**config.mk**
```make
export PLATFORM = sky130hd
export DESIGN_NAME = csr_index_configure_memory
export DESIGN_NICKNAME = d
export VERILOG_FILES = /design/src/logic/csr_config_pkg.sv /design/src/logic/response_window_filter.sv /design/src/logic/config_word_decoder.sv /design/src/logic/config_fifo.sv /design/src/logic/csr_index_configure_memory.sv
export SDC_FILE = /design/constraint.sdc
export NUM_CORES = 2
export LEC_CHECK = 0
export BUFFER_PORTS_ARGS = -buffer_cell sky130_fd_sc_hd__buf_2
export CAP_MARGIN = 20
export CORE_MARGIN = 2
export CORE_UTILIZATION = 62
export CTS_CLUSTER_DIAMETER = 120
export DETAILED_ROUTE_END_ITERATION = 8
export GPL_TIMING_DRIVEN = 0
export PLACE_DENSITY = 0.79
export SLEW_MARGIN = 10
export SYNTH_ARGS = -nofsm -noshare
export SYNTH_HDL_FRONTEND = slang
export SYNTH_SLANG_ARGS = --single-unit
```
**constraint.sdc**
```tcl
create_clock -name ap_clk -period 16.99 [get_ports ap_clk]
set_clock_uncertainty 0.05 [all_clocks]
set_input_delay 1.699 -clock ap_clk [delete_from_list [all_inputs] [get_ports ap_clk]]
set_output_delay 1.699 -clock ap_clk [all_outputs]
set_load 0.03 [all_outputs]
```
**src/logic/csr_config_pkg.sv**
```systemverilog
package csr_config_pkg;

    // --------------------------------------
    // Response word widths
    // --------------------------------------
    localparam int DATA_W  = 32;
    localparam int ADDR_W  = 32;
    localparam int SHIFT_W = 5;

    // Route id widths
    localparam int CMD_W    = 3;
    localparam int MODULE_W = 2;
    localparam int ENGINE_W = 3;
    localparam int BUFFER_W = 3;

    // Number of record positions that carry fields
    localparam int DECODED_WORDS = 8;

    typedef enum logic [CMD_W-1:0] {
        CMD_MEM_INVALID   = 3'd0,
        CMD_MEM_READ      = 3'd1,
        CMD_MEM_WRITE     = 3'd2,
        CMD_MEM_CONFIGURE = 3'd3
    } memory_cmd_e;

    // --------------------------------------
    // Config data word views
    // --------------------------------------
    // id_buffer shares bit 9 with id_engine, so it has its own view
    typedef union packed {
        logic [DATA_W-1:0] raw;
        struct packed {
            logic [DATA_W-6:0] reserved;
            logic              mode_break;
            logic              mode_buffer;
            logic              mode_sequence;
            logic              decrement;
            logic              increment;
        } flags;
        struct packed {
            logic                      direction;
            logic [DATA_W-SHIFT_W-2:0] reserved;
            logic [SHIFT_W-1:0]        granularity;
        } shift;
        struct packed {
            logic [DATA_W-11:0]  reserved;
            logic [ENGINE_W-1:0] id_engine;
            logic [1:0]          gap;
            logic [MODULE_W-1:0] id_module;
            memory_cmd_e         cmd;
        } route;
        struct packed {
            logic [DATA_W-13:0]  reserved;
            logic [BUFFER_W-1:0] id_buffer;
            logic [8:0]          low;
        } buffer;
    } config_word_u;

    // --------------------------------------
    // Packed record layout from bit 0 up
    // --------------------------------------
    localparam int FLAGS_W = 5;

    localparam int CFG_INCREMENT_LSB     = 0;
    localparam int CFG_DECREMENT_LSB     = 1;
    localparam int CFG_MODE_SEQUENCE_LSB = 2;
    localparam int CFG_MODE_BUFFER_LSB   = 3;
    localparam int CFG_MODE_BREAK_LSB    = 4;
    localparam int CFG_INDEX_START_LSB   = CFG_INCREMENT_LSB + FLAGS_W;
    localparam int CFG_INDEX_END_LSB     = CFG_INDEX_START_LSB + DATA_W;
    localparam int CFG_STRIDE_LSB        = CFG_INDEX_END_LSB + DATA_W;
    localparam int CFG_GRANULARITY_LSB   = CFG_STRIDE_LSB + DATA_W;
    localparam int CFG_DIRECTION_LSB     = CFG_GRANULARITY_LSB + SHIFT_W;
    localparam int CFG_CMD_LSB           = CFG_DIRECTION_LSB + 1;
    localparam int CFG_ID_MODULE_LSB     = CFG_CMD_LSB + CMD_W;
    localparam int CFG_ID_ENGINE_LSB     = CFG_ID_MODULE_LSB + MODULE_W;
    localparam int CFG_ID_BUFFER_LSB     = CFG_ID_ENGINE_LSB + ENGINE_W;
    localparam int CFG_ARRAY_SIZE_LSB    = CFG_ID_BUFFER_LSB + BUFFER_W;

    localparam int CONFIG_W = FLAGS_W + 4 * DATA_W + SHIFT_W + 1
                            + CMD_W + MODULE_W + ENGINE_W + BUFFER_W;

endpackage

```
**src/logic/response_window_filter.sv**
```systemverilog
`timescale 1ns/100ps

module response_window_filter
    import csr_config_pkg::*;
#(
    parameter int ENGINE_SEQ_WIDTH = 16,
    parameter int ID_RELATIVE      = 0
) (
    input  logic               ap_clk,
    input  logic               areset_csr_index_generator,
    input  logic               response_valid,
    input  logic [ADDR_W-1:0]  response_offset,
    input  logic [SHIFT_W-1:0] response_shift,
    input  logic [DATA_W-1:0]  response_data,
    output logic               word_valid,
    output logic               word_first,
    output logic [DATA_W-1:0]  word_data
);

    // Window bounds with SEQ_MAX excluded
    localparam logic [ADDR_W-1:0] SEQ_MIN = ADDR_W'(ID_RELATIVE * ENGINE_SEQ_WIDTH);
    localparam logic [ADDR_W-1:0] SEQ_MAX = ADDR_W'((ID_RELATIVE + 1) * ENGINE_SEQ_WIDTH);

    logic               valid_q;
    logic [ADDR_W-1:0]  offset_q;
    logic [SHIFT_W-1:0] shift_q;
    logic [DATA_W-1:0]  data_q;
    logic [ADDR_W-1:0]  seq_num;
    logic               in_window;

    // --------------------------------------
    // Input register
    // --------------------------------------
    always_ff @(posedge ap_clk) begin
        if (areset_csr_index_generator) begin
            valid_q <= 1'b0;
        end else begin
            valid_q <= response_valid;
        end
    end

    always_ff @(posedge ap_clk) begin
        offset_q <= response_offset;
        shift_q  <= response_shift;
        data_q   <= response_data;
    end

    // --------------------------------------
    // Sequence number and window test
    // --------------------------------------
    assign seq_num   = offset_q >> shift_q;
    assign in_window = (seq_num >= SEQ_MIN) && (seq_num < SEQ_MAX);

    assign word_valid = valid_q & in_window;
    assign word_first = (seq_num == SEQ_MIN);
    assign word_data  = data_q;

endmodule

```
**src/logic/config_word_decoder.sv**
```systemverilog
`timescale 1ns/100ps

module config_word_decoder
    import csr_config_pkg::*;
#(
    parameter int ENGINE_SEQ_WIDTH = 16
) (
    input  logic                ap_clk,
    input  logic                areset_csr_index_generator,
    input  logic                word_valid,
    input  logic                word_first,
    input  logic [DATA_W-1:0]   word_data,
    output logic                record_valid,
    output logic [CONFIG_W-1:0] record
);

    localparam logic [ENGINE_SEQ_WIDTH-1:0] POS_ONE = ENGINE_SEQ_WIDTH'(1);

    // One-hot record position that stays zero while no record is open
    logic [ENGINE_SEQ_WIDTH-1:0] position;
    logic                        emit;
    logic                        word_valid_d;
    config_word_u                word_d;
    logic                        decode_hit;
    logic [CONFIG_W-1:0]         record_q;

    // --------------------------------------
    // Position tracking and emit strobe
    // --------------------------------------
    always_ff @(posedge ap_clk) begin
        if (areset_csr_index_generator) begin
            position     <= '0;
            emit         <= 1'b0;
            record_valid <= 1'b0;
            word_valid_d <= 1'b0;
        end else begin
            // Single pulse once the last position is reached
            emit         <= position[ENGINE_SEQ_WIDTH-1] & ~emit;
            record_valid <= emit;
            word_valid_d <= word_valid;

            if (word_valid) begin
                if (word_first && !(|position)) begin
                    position <= POS_ONE;
                end else begin
                    // Stray words with no open record shift zero and vanish
                    position <= position << 1;
                end
            end else if (emit) begin
                position <= '0;
            end
        end
    end

    always_ff @(posedge ap_clk) begin
        word_d <= word_data;
    end

    // Only the low positions carry fields
    assign decode_hit = |position[DECODED_WORDS-1:0];

    // --------------------------------------
    // Field decode
    // --------------------------------------
    // Delayed word lines up with the position it was counted into
    always_ff @(posedge ap_clk) begin
        if (word_valid_d && decode_hit) begin
            case (position)
                POS_ONE << 0: begin
                    record_q[CFG_INCREMENT_LSB]     <= word_d.flags.increment;
                    record_q[CFG_DECREMENT_LSB]     <= word_d.flags.decrement;
                    record_q[CFG_MODE_SEQUENCE_LSB] <= word_d.flags.mode_sequence;
                    record_q[CFG_MODE_BUFFER_LSB]   <= word_d.flags.mode_buffer;
                    record_q[CFG_MODE_BREAK_LSB]    <= word_d.flags.mode_break;
                end
                POS_ONE << 1: begin
                    record_q[CFG_INDEX_START_LSB +: DATA_W] <= word_d.raw;
                end
                POS_ONE << 2: begin
                    record_q[CFG_INDEX_END_LSB +: DATA_W] <= word_d.raw;
                end
                POS_ONE << 3: begin
                    record_q[CFG_STRIDE_LSB +: DATA_W] <= word_d.raw;
                end
                POS_ONE << 4: begin
                    record_q[CFG_GRANULARITY_LSB +: SHIFT_W] <= word_d.shift.granularity;
                    record_q[CFG_DIRECTION_LSB]              <= word_d.shift.direction;
                end
                POS_ONE << 5: begin
                    // Command value passes through as is even if not enumerated
                    record_q[CFG_CMD_LSB +: CMD_W]          <= word_d.route.cmd;
                    record_q[CFG_ID_MODULE_LSB +: MODULE_W] <= word_d.route.id_module;
                    record_q[CFG_ID_ENGINE_LSB +: ENGINE_W] <= word_d.route.id_engine;
                end
                POS_ONE << 6: begin
                    record_q[CFG_ID_BUFFER_LSB +: BUFFER_W] <= word_d.buffer.id_buffer;
                end
                POS_ONE << 7: begin
                    record_q[CFG_ARRAY_SIZE_LSB +: DATA_W] <= word_d.raw;
                end
                default: begin
                end
            endcase
        end
    end

    assign record = record_q;

endmodule

```
**src/logic/config_fifo.sv**
```systemverilog
`timescale 1ns/100ps

module config_fifo #(
    parameter int FIFO_DEPTH = 16,
    parameter int WIDTH      = 32
) (
    input  logic             ap_clk,
    input  logic             areset_csr_index_generator,
    input  logic             wr_en,
    input  logic [WIDTH-1:0] din,
    input  logic             rd_en,
    output logic             dout_valid,
    output logic [WIDTH-1:0] dout,
    output logic             empty,
    output logic             full
);

    localparam int AW = $clog2(FIFO_DEPTH);

    logic [WIDTH-1:0] mem [FIFO_DEPTH];
    logic [AW-1:0]    wr_ptr;
    logic [AW-1:0]    rd_ptr;
    logic [AW:0]      count;
    logic             rd_req_q;
    logic             push;
    logic             pop;
    logic             rd_valid_q;
    logic [WIDTH-1:0] rd_data_q;

    // Writes while full are dropped
    assign push  = wr_en & ~full;
    assign pop   = rd_req_q & ~empty;
    assign empty = (count == '0);
    assign full  = (count == (AW + 1)'(FIFO_DEPTH));

    // --------------------------------------
    // Pointers, occupancy, read request
    // --------------------------------------
    always_ff @(posedge ap_clk) begin
        if (areset_csr_index_generator) begin
            wr_ptr     <= '0;
            rd_ptr     <= '0;
            count      <= '0;
            rd_req_q   <= 1'b0;
            rd_valid_q <= 1'b0;
            dout_valid <= 1'b0;
        end else begin
            rd_req_q   <= rd_en;
            rd_valid_q <= pop;
            dout_valid <= rd_valid_q;
            if (push) begin
                wr_ptr <= wr_ptr + 1'b1;
            end
            if (pop) begin
                rd_ptr <= rd_ptr + 1'b1;
            end
            count <= count + (AW + 1)'(push) - (AW + 1)'(pop);
        end
    end

    // --------------------------------------
    // Storage and output registers
    // --------------------------------------
    always_ff @(posedge ap_clk) begin
        if (push) begin
            mem[wr_ptr] <= din;
        end
        if (pop) begin
            rd_data_q <= mem[rd_ptr];
        end
        dout <= rd_data_q;
    end

endmodule

```
**src/logic/csr_index_configure_memory.sv**
```systemverilog
`timescale 1ns/100ps

module csr_index_configure_memory
    import csr_config_pkg::*;
#(
    parameter int ENGINE_SEQ_WIDTH = 16,
    parameter int ID_RELATIVE      = 0,
    parameter int FIFO_DEPTH       = 16
) (
    input  logic                ap_clk,
    input  logic                areset_csr_index_generator,
    input  logic                response_valid,
    input  logic [ADDR_W-1:0]   response_offset,
    input  logic [SHIFT_W-1:0]  response_shift,
    input  logic [DATA_W-1:0]   response_data,
    input  logic                config_rd_en,
    output logic                config_valid,
    output logic                config_empty,
    output logic                config_full,
    output logic                increment,
    output logic                decrement,
    output logic                mode_sequence,
    output logic                mode_buffer,
    output logic                mode_break,
    output logic [DATA_W-1:0]   index_start,
    output logic [DATA_W-1:0]   index_end,
    output logic [DATA_W-1:0]   stride,
    output logic [SHIFT_W-1:0]  granularity,
    output logic                direction,
    output memory_cmd_e         cmd,
    output logic [MODULE_W-1:0] id_module,
    output logic [ENGINE_W-1:0] id_engine,
    output logic [BUFFER_W-1:0] id_buffer,
    output logic [DATA_W-1:0]   array_size
);

    logic                word_valid;
    logic                word_first;
    logic [DATA_W-1:0]   word_data;
    logic                record_valid;
    logic [CONFIG_W-1:0] record;
    logic [CONFIG_W-1:0] config_record;

    // --------------------------------------
    // Pipeline stages
    // --------------------------------------
    response_window_filter #(
        .ENGINE_SEQ_WIDTH(ENGINE_SEQ_WIDTH),
        .ID_RELATIVE     (ID_RELATIVE)
    ) response_window_filter_inst (
        .ap_clk                    (ap_clk),
        .areset_csr_index_generator(areset_csr_index_generator),
        .response_valid            (response_valid),
        .response_offset           (response_offset),
        .response_shift            (response_shift),
        .response_data             (response_data),
        .word_valid                (word_valid),
        .word_first                (word_first),
        .word_data                 (word_data)
    );

    config_word_decoder #(
        .ENGINE_SEQ_WIDTH(ENGINE_SEQ_WIDTH)
    ) config_word_decoder_inst (
        .ap_clk                    (ap_clk),
        .areset_csr_index_generator(areset_csr_index_generator),
        .word_valid                (word_valid),
        .word_first                (word_first),
        .word_data                 (word_data),
        .record_valid              (record_valid),
        .record                    (record)
    );

    config_fifo #(
        .FIFO_DEPTH(FIFO_DEPTH),
        .WIDTH     (CONFIG_W)
    ) config_fifo_inst (
        .ap_clk                    (ap_clk),
        .areset_csr_index_generator(areset_csr_index_generator),
        .wr_en                     (record_valid),
        .din                       (record),
        .rd_en                     (config_rd_en),
        .dout_valid                (config_valid),
        .dout                      (config_record),
        .empty                     (config_empty),
        .full                      (config_full)
    );

    // --------------------------------------
    // Record slicing
    // --------------------------------------
    assign increment     = config_record[CFG_INCREMENT_LSB];
    assign decrement     = config_record[CFG_DECREMENT_LSB];
    assign mode_sequence = config_record[CFG_MODE_SEQUENCE_LSB];
    assign mode_buffer   = config_record[CFG_MODE_BUFFER_LSB];
    assign mode_break    = config_record[CFG_MODE_BREAK_LSB];
    assign index_start   = config_record[CFG_INDEX_START_LSB +: DATA_W];
    assign index_end     = config_record[CFG_INDEX_END_LSB +: DATA_W];
    assign stride        = config_record[CFG_STRIDE_LSB +: DATA_W];
    assign granularity   = config_record[CFG_GRANULARITY_LSB +: SHIFT_W];
    assign direction     = config_record[CFG_DIRECTION_LSB];
    assign cmd           = memory_cmd_e'(config_record[CFG_CMD_LSB +: CMD_W]);
    assign id_module     = config_record[CFG_ID_MODULE_LSB +: MODULE_W];
    assign id_engine     = config_record[CFG_ID_ENGINE_LSB +: ENGINE_W];
    assign id_buffer     = config_record[CFG_ID_BUFFER_LSB +: BUFFER_W];
    assign array_size    = config_record[CFG_ARRAY_SIZE_LSB +: DATA_W];

endmodule

```
==> qor.csv <==
metric,value,unit
vias in the first global route,54594,
post-CTS setup buffers,0,
Slew @ Worst Pin,1.41,ns
fin crit share,25.3,%
average size of a mapped cell,25.2,um^2
core area,170000,um^2
gr usage total,36.9,%
Setup-failing EPs final,0,
Syn-to-layout area delta,17.3,%
Netlist Area Pre-Place,106000,um^2
Yosys warning total,0,
M2 GR Usage,58.2,%
Syn Inst Count,4213,
drt pass-1 iters,6,
end point of the critical path,config_fifo_inst.mem[3][21],
largest net degree at the start of global routing,72,
routing usage on met1,46.6,%
Rel. slew slack,5.69,%
via count,55005,
Placement Cell Area,114000,um^2
Port Buffers,225,
starting density of the core,62.6,%
Worst setup EP type,flop,
Final #Nets,5104,
DR iter-0 viols,10512,
clock buffer count from CTS,299,
die area,175000,um^2
Overflow after GRT,0,
WS Path Type,flop to flop,
P_leak,39.3,nW
RSZ-0062 raised after global routing,false,
CTS Sinks,2987,
Post-Layout Cell Count,7507,
WL final,328000,um
register area,86800,um^2
DP Worst Slack,12.80,ns
final hold viol count,0,
"most common cell after layout, fill and taps aside",edfxtp_1,
area of the multi-input gates,18800,um^2
Hold Crit Class,flop to flop,
share of cells above drive strength 1,33.3,%
Worst setup startpoint,config_fifo_inst.count[3],
R2R Path Start,config_fifo_inst.count[3],
syn_nets,4298,
worst reg2reg path depth,12,
Startpoint Class,flop,
Clock Path Buffers,4,
Critical Path AT,4.85,ns
setup ws final,12.69,ns
grt met3 use,8.02,%
H-tree Lvls,5,
# rows,151,
most frequent cells in the layout,"edfxtp_1, mux4_2, clkbuf_16",
CTS root buf,clkbuf_16,
register area share after synthesis,81.7,%
CP max FO,9,
fraction of registers with async set or reset after synthesis,0,%
busiest grt layer,met2,
Max VDD drop,0.137,mV
placed insts,6890,
fin util,73.4,%
HPWL Detailed,171000,um
Die Y,418,um
"Slew Viols, Final",0,
hold path depth,0,
"Distinct cells, synth",54,
Hold Startpoint,response_window_filter_inst.word_data[6],
post-route ant nets,0,
via density per instance,7.33,
CTS tree,yes,
r2r setup slk,12.69,ns
Power Density,132,nW/um^2
Crit Reg-Reg Endpoint,config_fifo_inst.mem[3][21],
Max-Cap Viols,0,
Crit path required time,17.54,ns
Residual DRC,0,
flop and latch count out of synthesis,2987,
post-CTS sizing,0,
Post-synth EDFFs,2700,
hold buffers post-CTS,0,
status,"finished, final reports clean",
top_reg_cell synth,edfxtp_1,
Final Cell Area,125000,um^2
global-route wire length before repair,438000,um
boundary pin count,226,
crit path time final,4.30,ns
DR WL/cell,43.7,um
initial antenna violation count,32,
Filler Cells Inserted,8256,
latest clock arrival within the worst-skew pair,0.95,ns
Placer Congestion,0.776,
Clock transition at path regs,0.06,ns
chip width,418,um
fmax,232,MHz
[state kept, by name (all words and copies together) (netlist names), 4 cells and up]
| signal | cells |
|---|---|
| config_word_decoder_inst.record | 150 |
| config_fifo_inst.mem | 2400 |
| config_fifo_inst.count | 5 |
| config_word_decoder_inst.word_d | 32 |
| response_window_filter_inst.word_data | 32 |
| config_fifo_inst.wr_ptr | 4 |
| config_word_decoder_inst.position | 16 |
| config_fifo_inst.dout | 150 |
| config_fifo_inst.rd_ptr | 4 |
| response_window_filter_inst.offset_q | 32 |
| response_window_filter_inst.shift_q | 5 |
| config_fifo_inst.rd_data_q | 150 |
[logic make-up (layout without fill, tap and decap cells)]
kind of cell	after synthesis	in the layout	synth area share (%)
other cells	0	56	0
buf+inv	210	1230	0.777
xor+xnor	9	9	0.0741
mux	783	783	16.1
compound gates	63	63	0.425
simple gates	149	149	0.801
flops	2987	2987	81.7
fa+ha+maj	12	12	0.148
[worst min path at each step]
stage                                                to  slack (ns)
floorplan            config_word_decoder_inst.word_d[0]        0.26
global placement     config_word_decoder_inst.word_d[3]        0.26
detailed placement  config_word_decoder_inst.word_d[23]        0.26
CTS                  config_word_decoder_inst.word_d[6]        0.27
global route         config_word_decoder_inst.word_d[3]        0.28
finish               config_word_decoder_inst.word_d[6]        0.27
[layout make-up]
cell class / count / area share (%)
sequential: 2987 / 69.6
multi-input combinational: 1016 / 15.1
clock buffer: 376 / 6.50
timing repair buffer: 505 / 4.45
tap: 2218 / 2.23
clock inverter: 139 / 1.31
buffer: 190 / 0.616
antenna: 56 / 0.112
inverter: 20 / 0.0662
[critical path, stage by stage (launching register included)]
cell and delay [ns]:
dfxtp_1 0.36, inv_1 0.09, ha_1 0.19, and3_1 0.20, nor2b_1 0.11, clkbuf_1 0.38, nand2_1 0.41, nor3_2 0.84
buf_4 0.38, buf_6 0.21, buf_4 0.22, buf_4 0.27, buf_4 0.25
[where the power goes]
group | total, mW | internal, mW | leakage (nW) | switching, mW
registers | 8.14 | 8.04 | 26.7 | 0.0990
clock network | 6.87 | 3.93 | 4.76 | 2.94
logic | 1.44 | 0.642 | 7.84 | 0.799
total | 16.5 | 12.6 | 39.3 | 3.84
[cells in the mapped netlist (5+ instances only)]
| cell type | number | area [um^2] |
|---|---|---|
| or3b_2 | 15 | 131 |
| buf_2 | 5 | 25.0 |
| nand2b_1 | 18 | 113 |
| nand2_1 | 15 | 56.3 |
| nor2_1 | 39 | 146 |
| inv_1 | 20 | 75.1 |
| nor3_1 | 11 | 55.1 |
| mux4_2 | 743 | 16700 |
| a211oi_1 | 12 | 90.1 |
| o21ai_0 | 5 | 25.0 |
| buf_1 | 50 | 188 |
| clkbuf_1 | 131 | 492 |
| nor2b_1 | 21 | 131 |
| mux2i_1 | 38 | 380 |
| xor2_1 | 7 | 61.3 |
| a21oi_1 | 20 | 100 |
| ha_1 | 11 | 138 |
| dfxtp_1 | 287 | 5750 |
| edfxtp_1 | 2700 | 81100 |
[metal layers]
metal  up-vias  share of wire [%]  wire [um]
met3      1364                 13      43900
li1      19660                  -          -
met4        16                8.4      27600
met5         -              0.034        110
met2      6033                 49     159000
met1     27932                 30      97300
[per-stage QoR]
stage | hold slack [ns] | setup TNS (ns) | power [mW]
2_1_floorplan | 0.260 | 0 | 9.14
3_3_place_gp | 0.261 | -5097.98 | 9.55
3_5_place_dp | 0.262 | 0 | 9.60
4_1_cts | 0.271 | 0 | 16.3
5_1_grt | 0.282 | 0 | 16.7
6_report | 0.271 | 0 | 16.5
(Power assumes the default switching activity.)
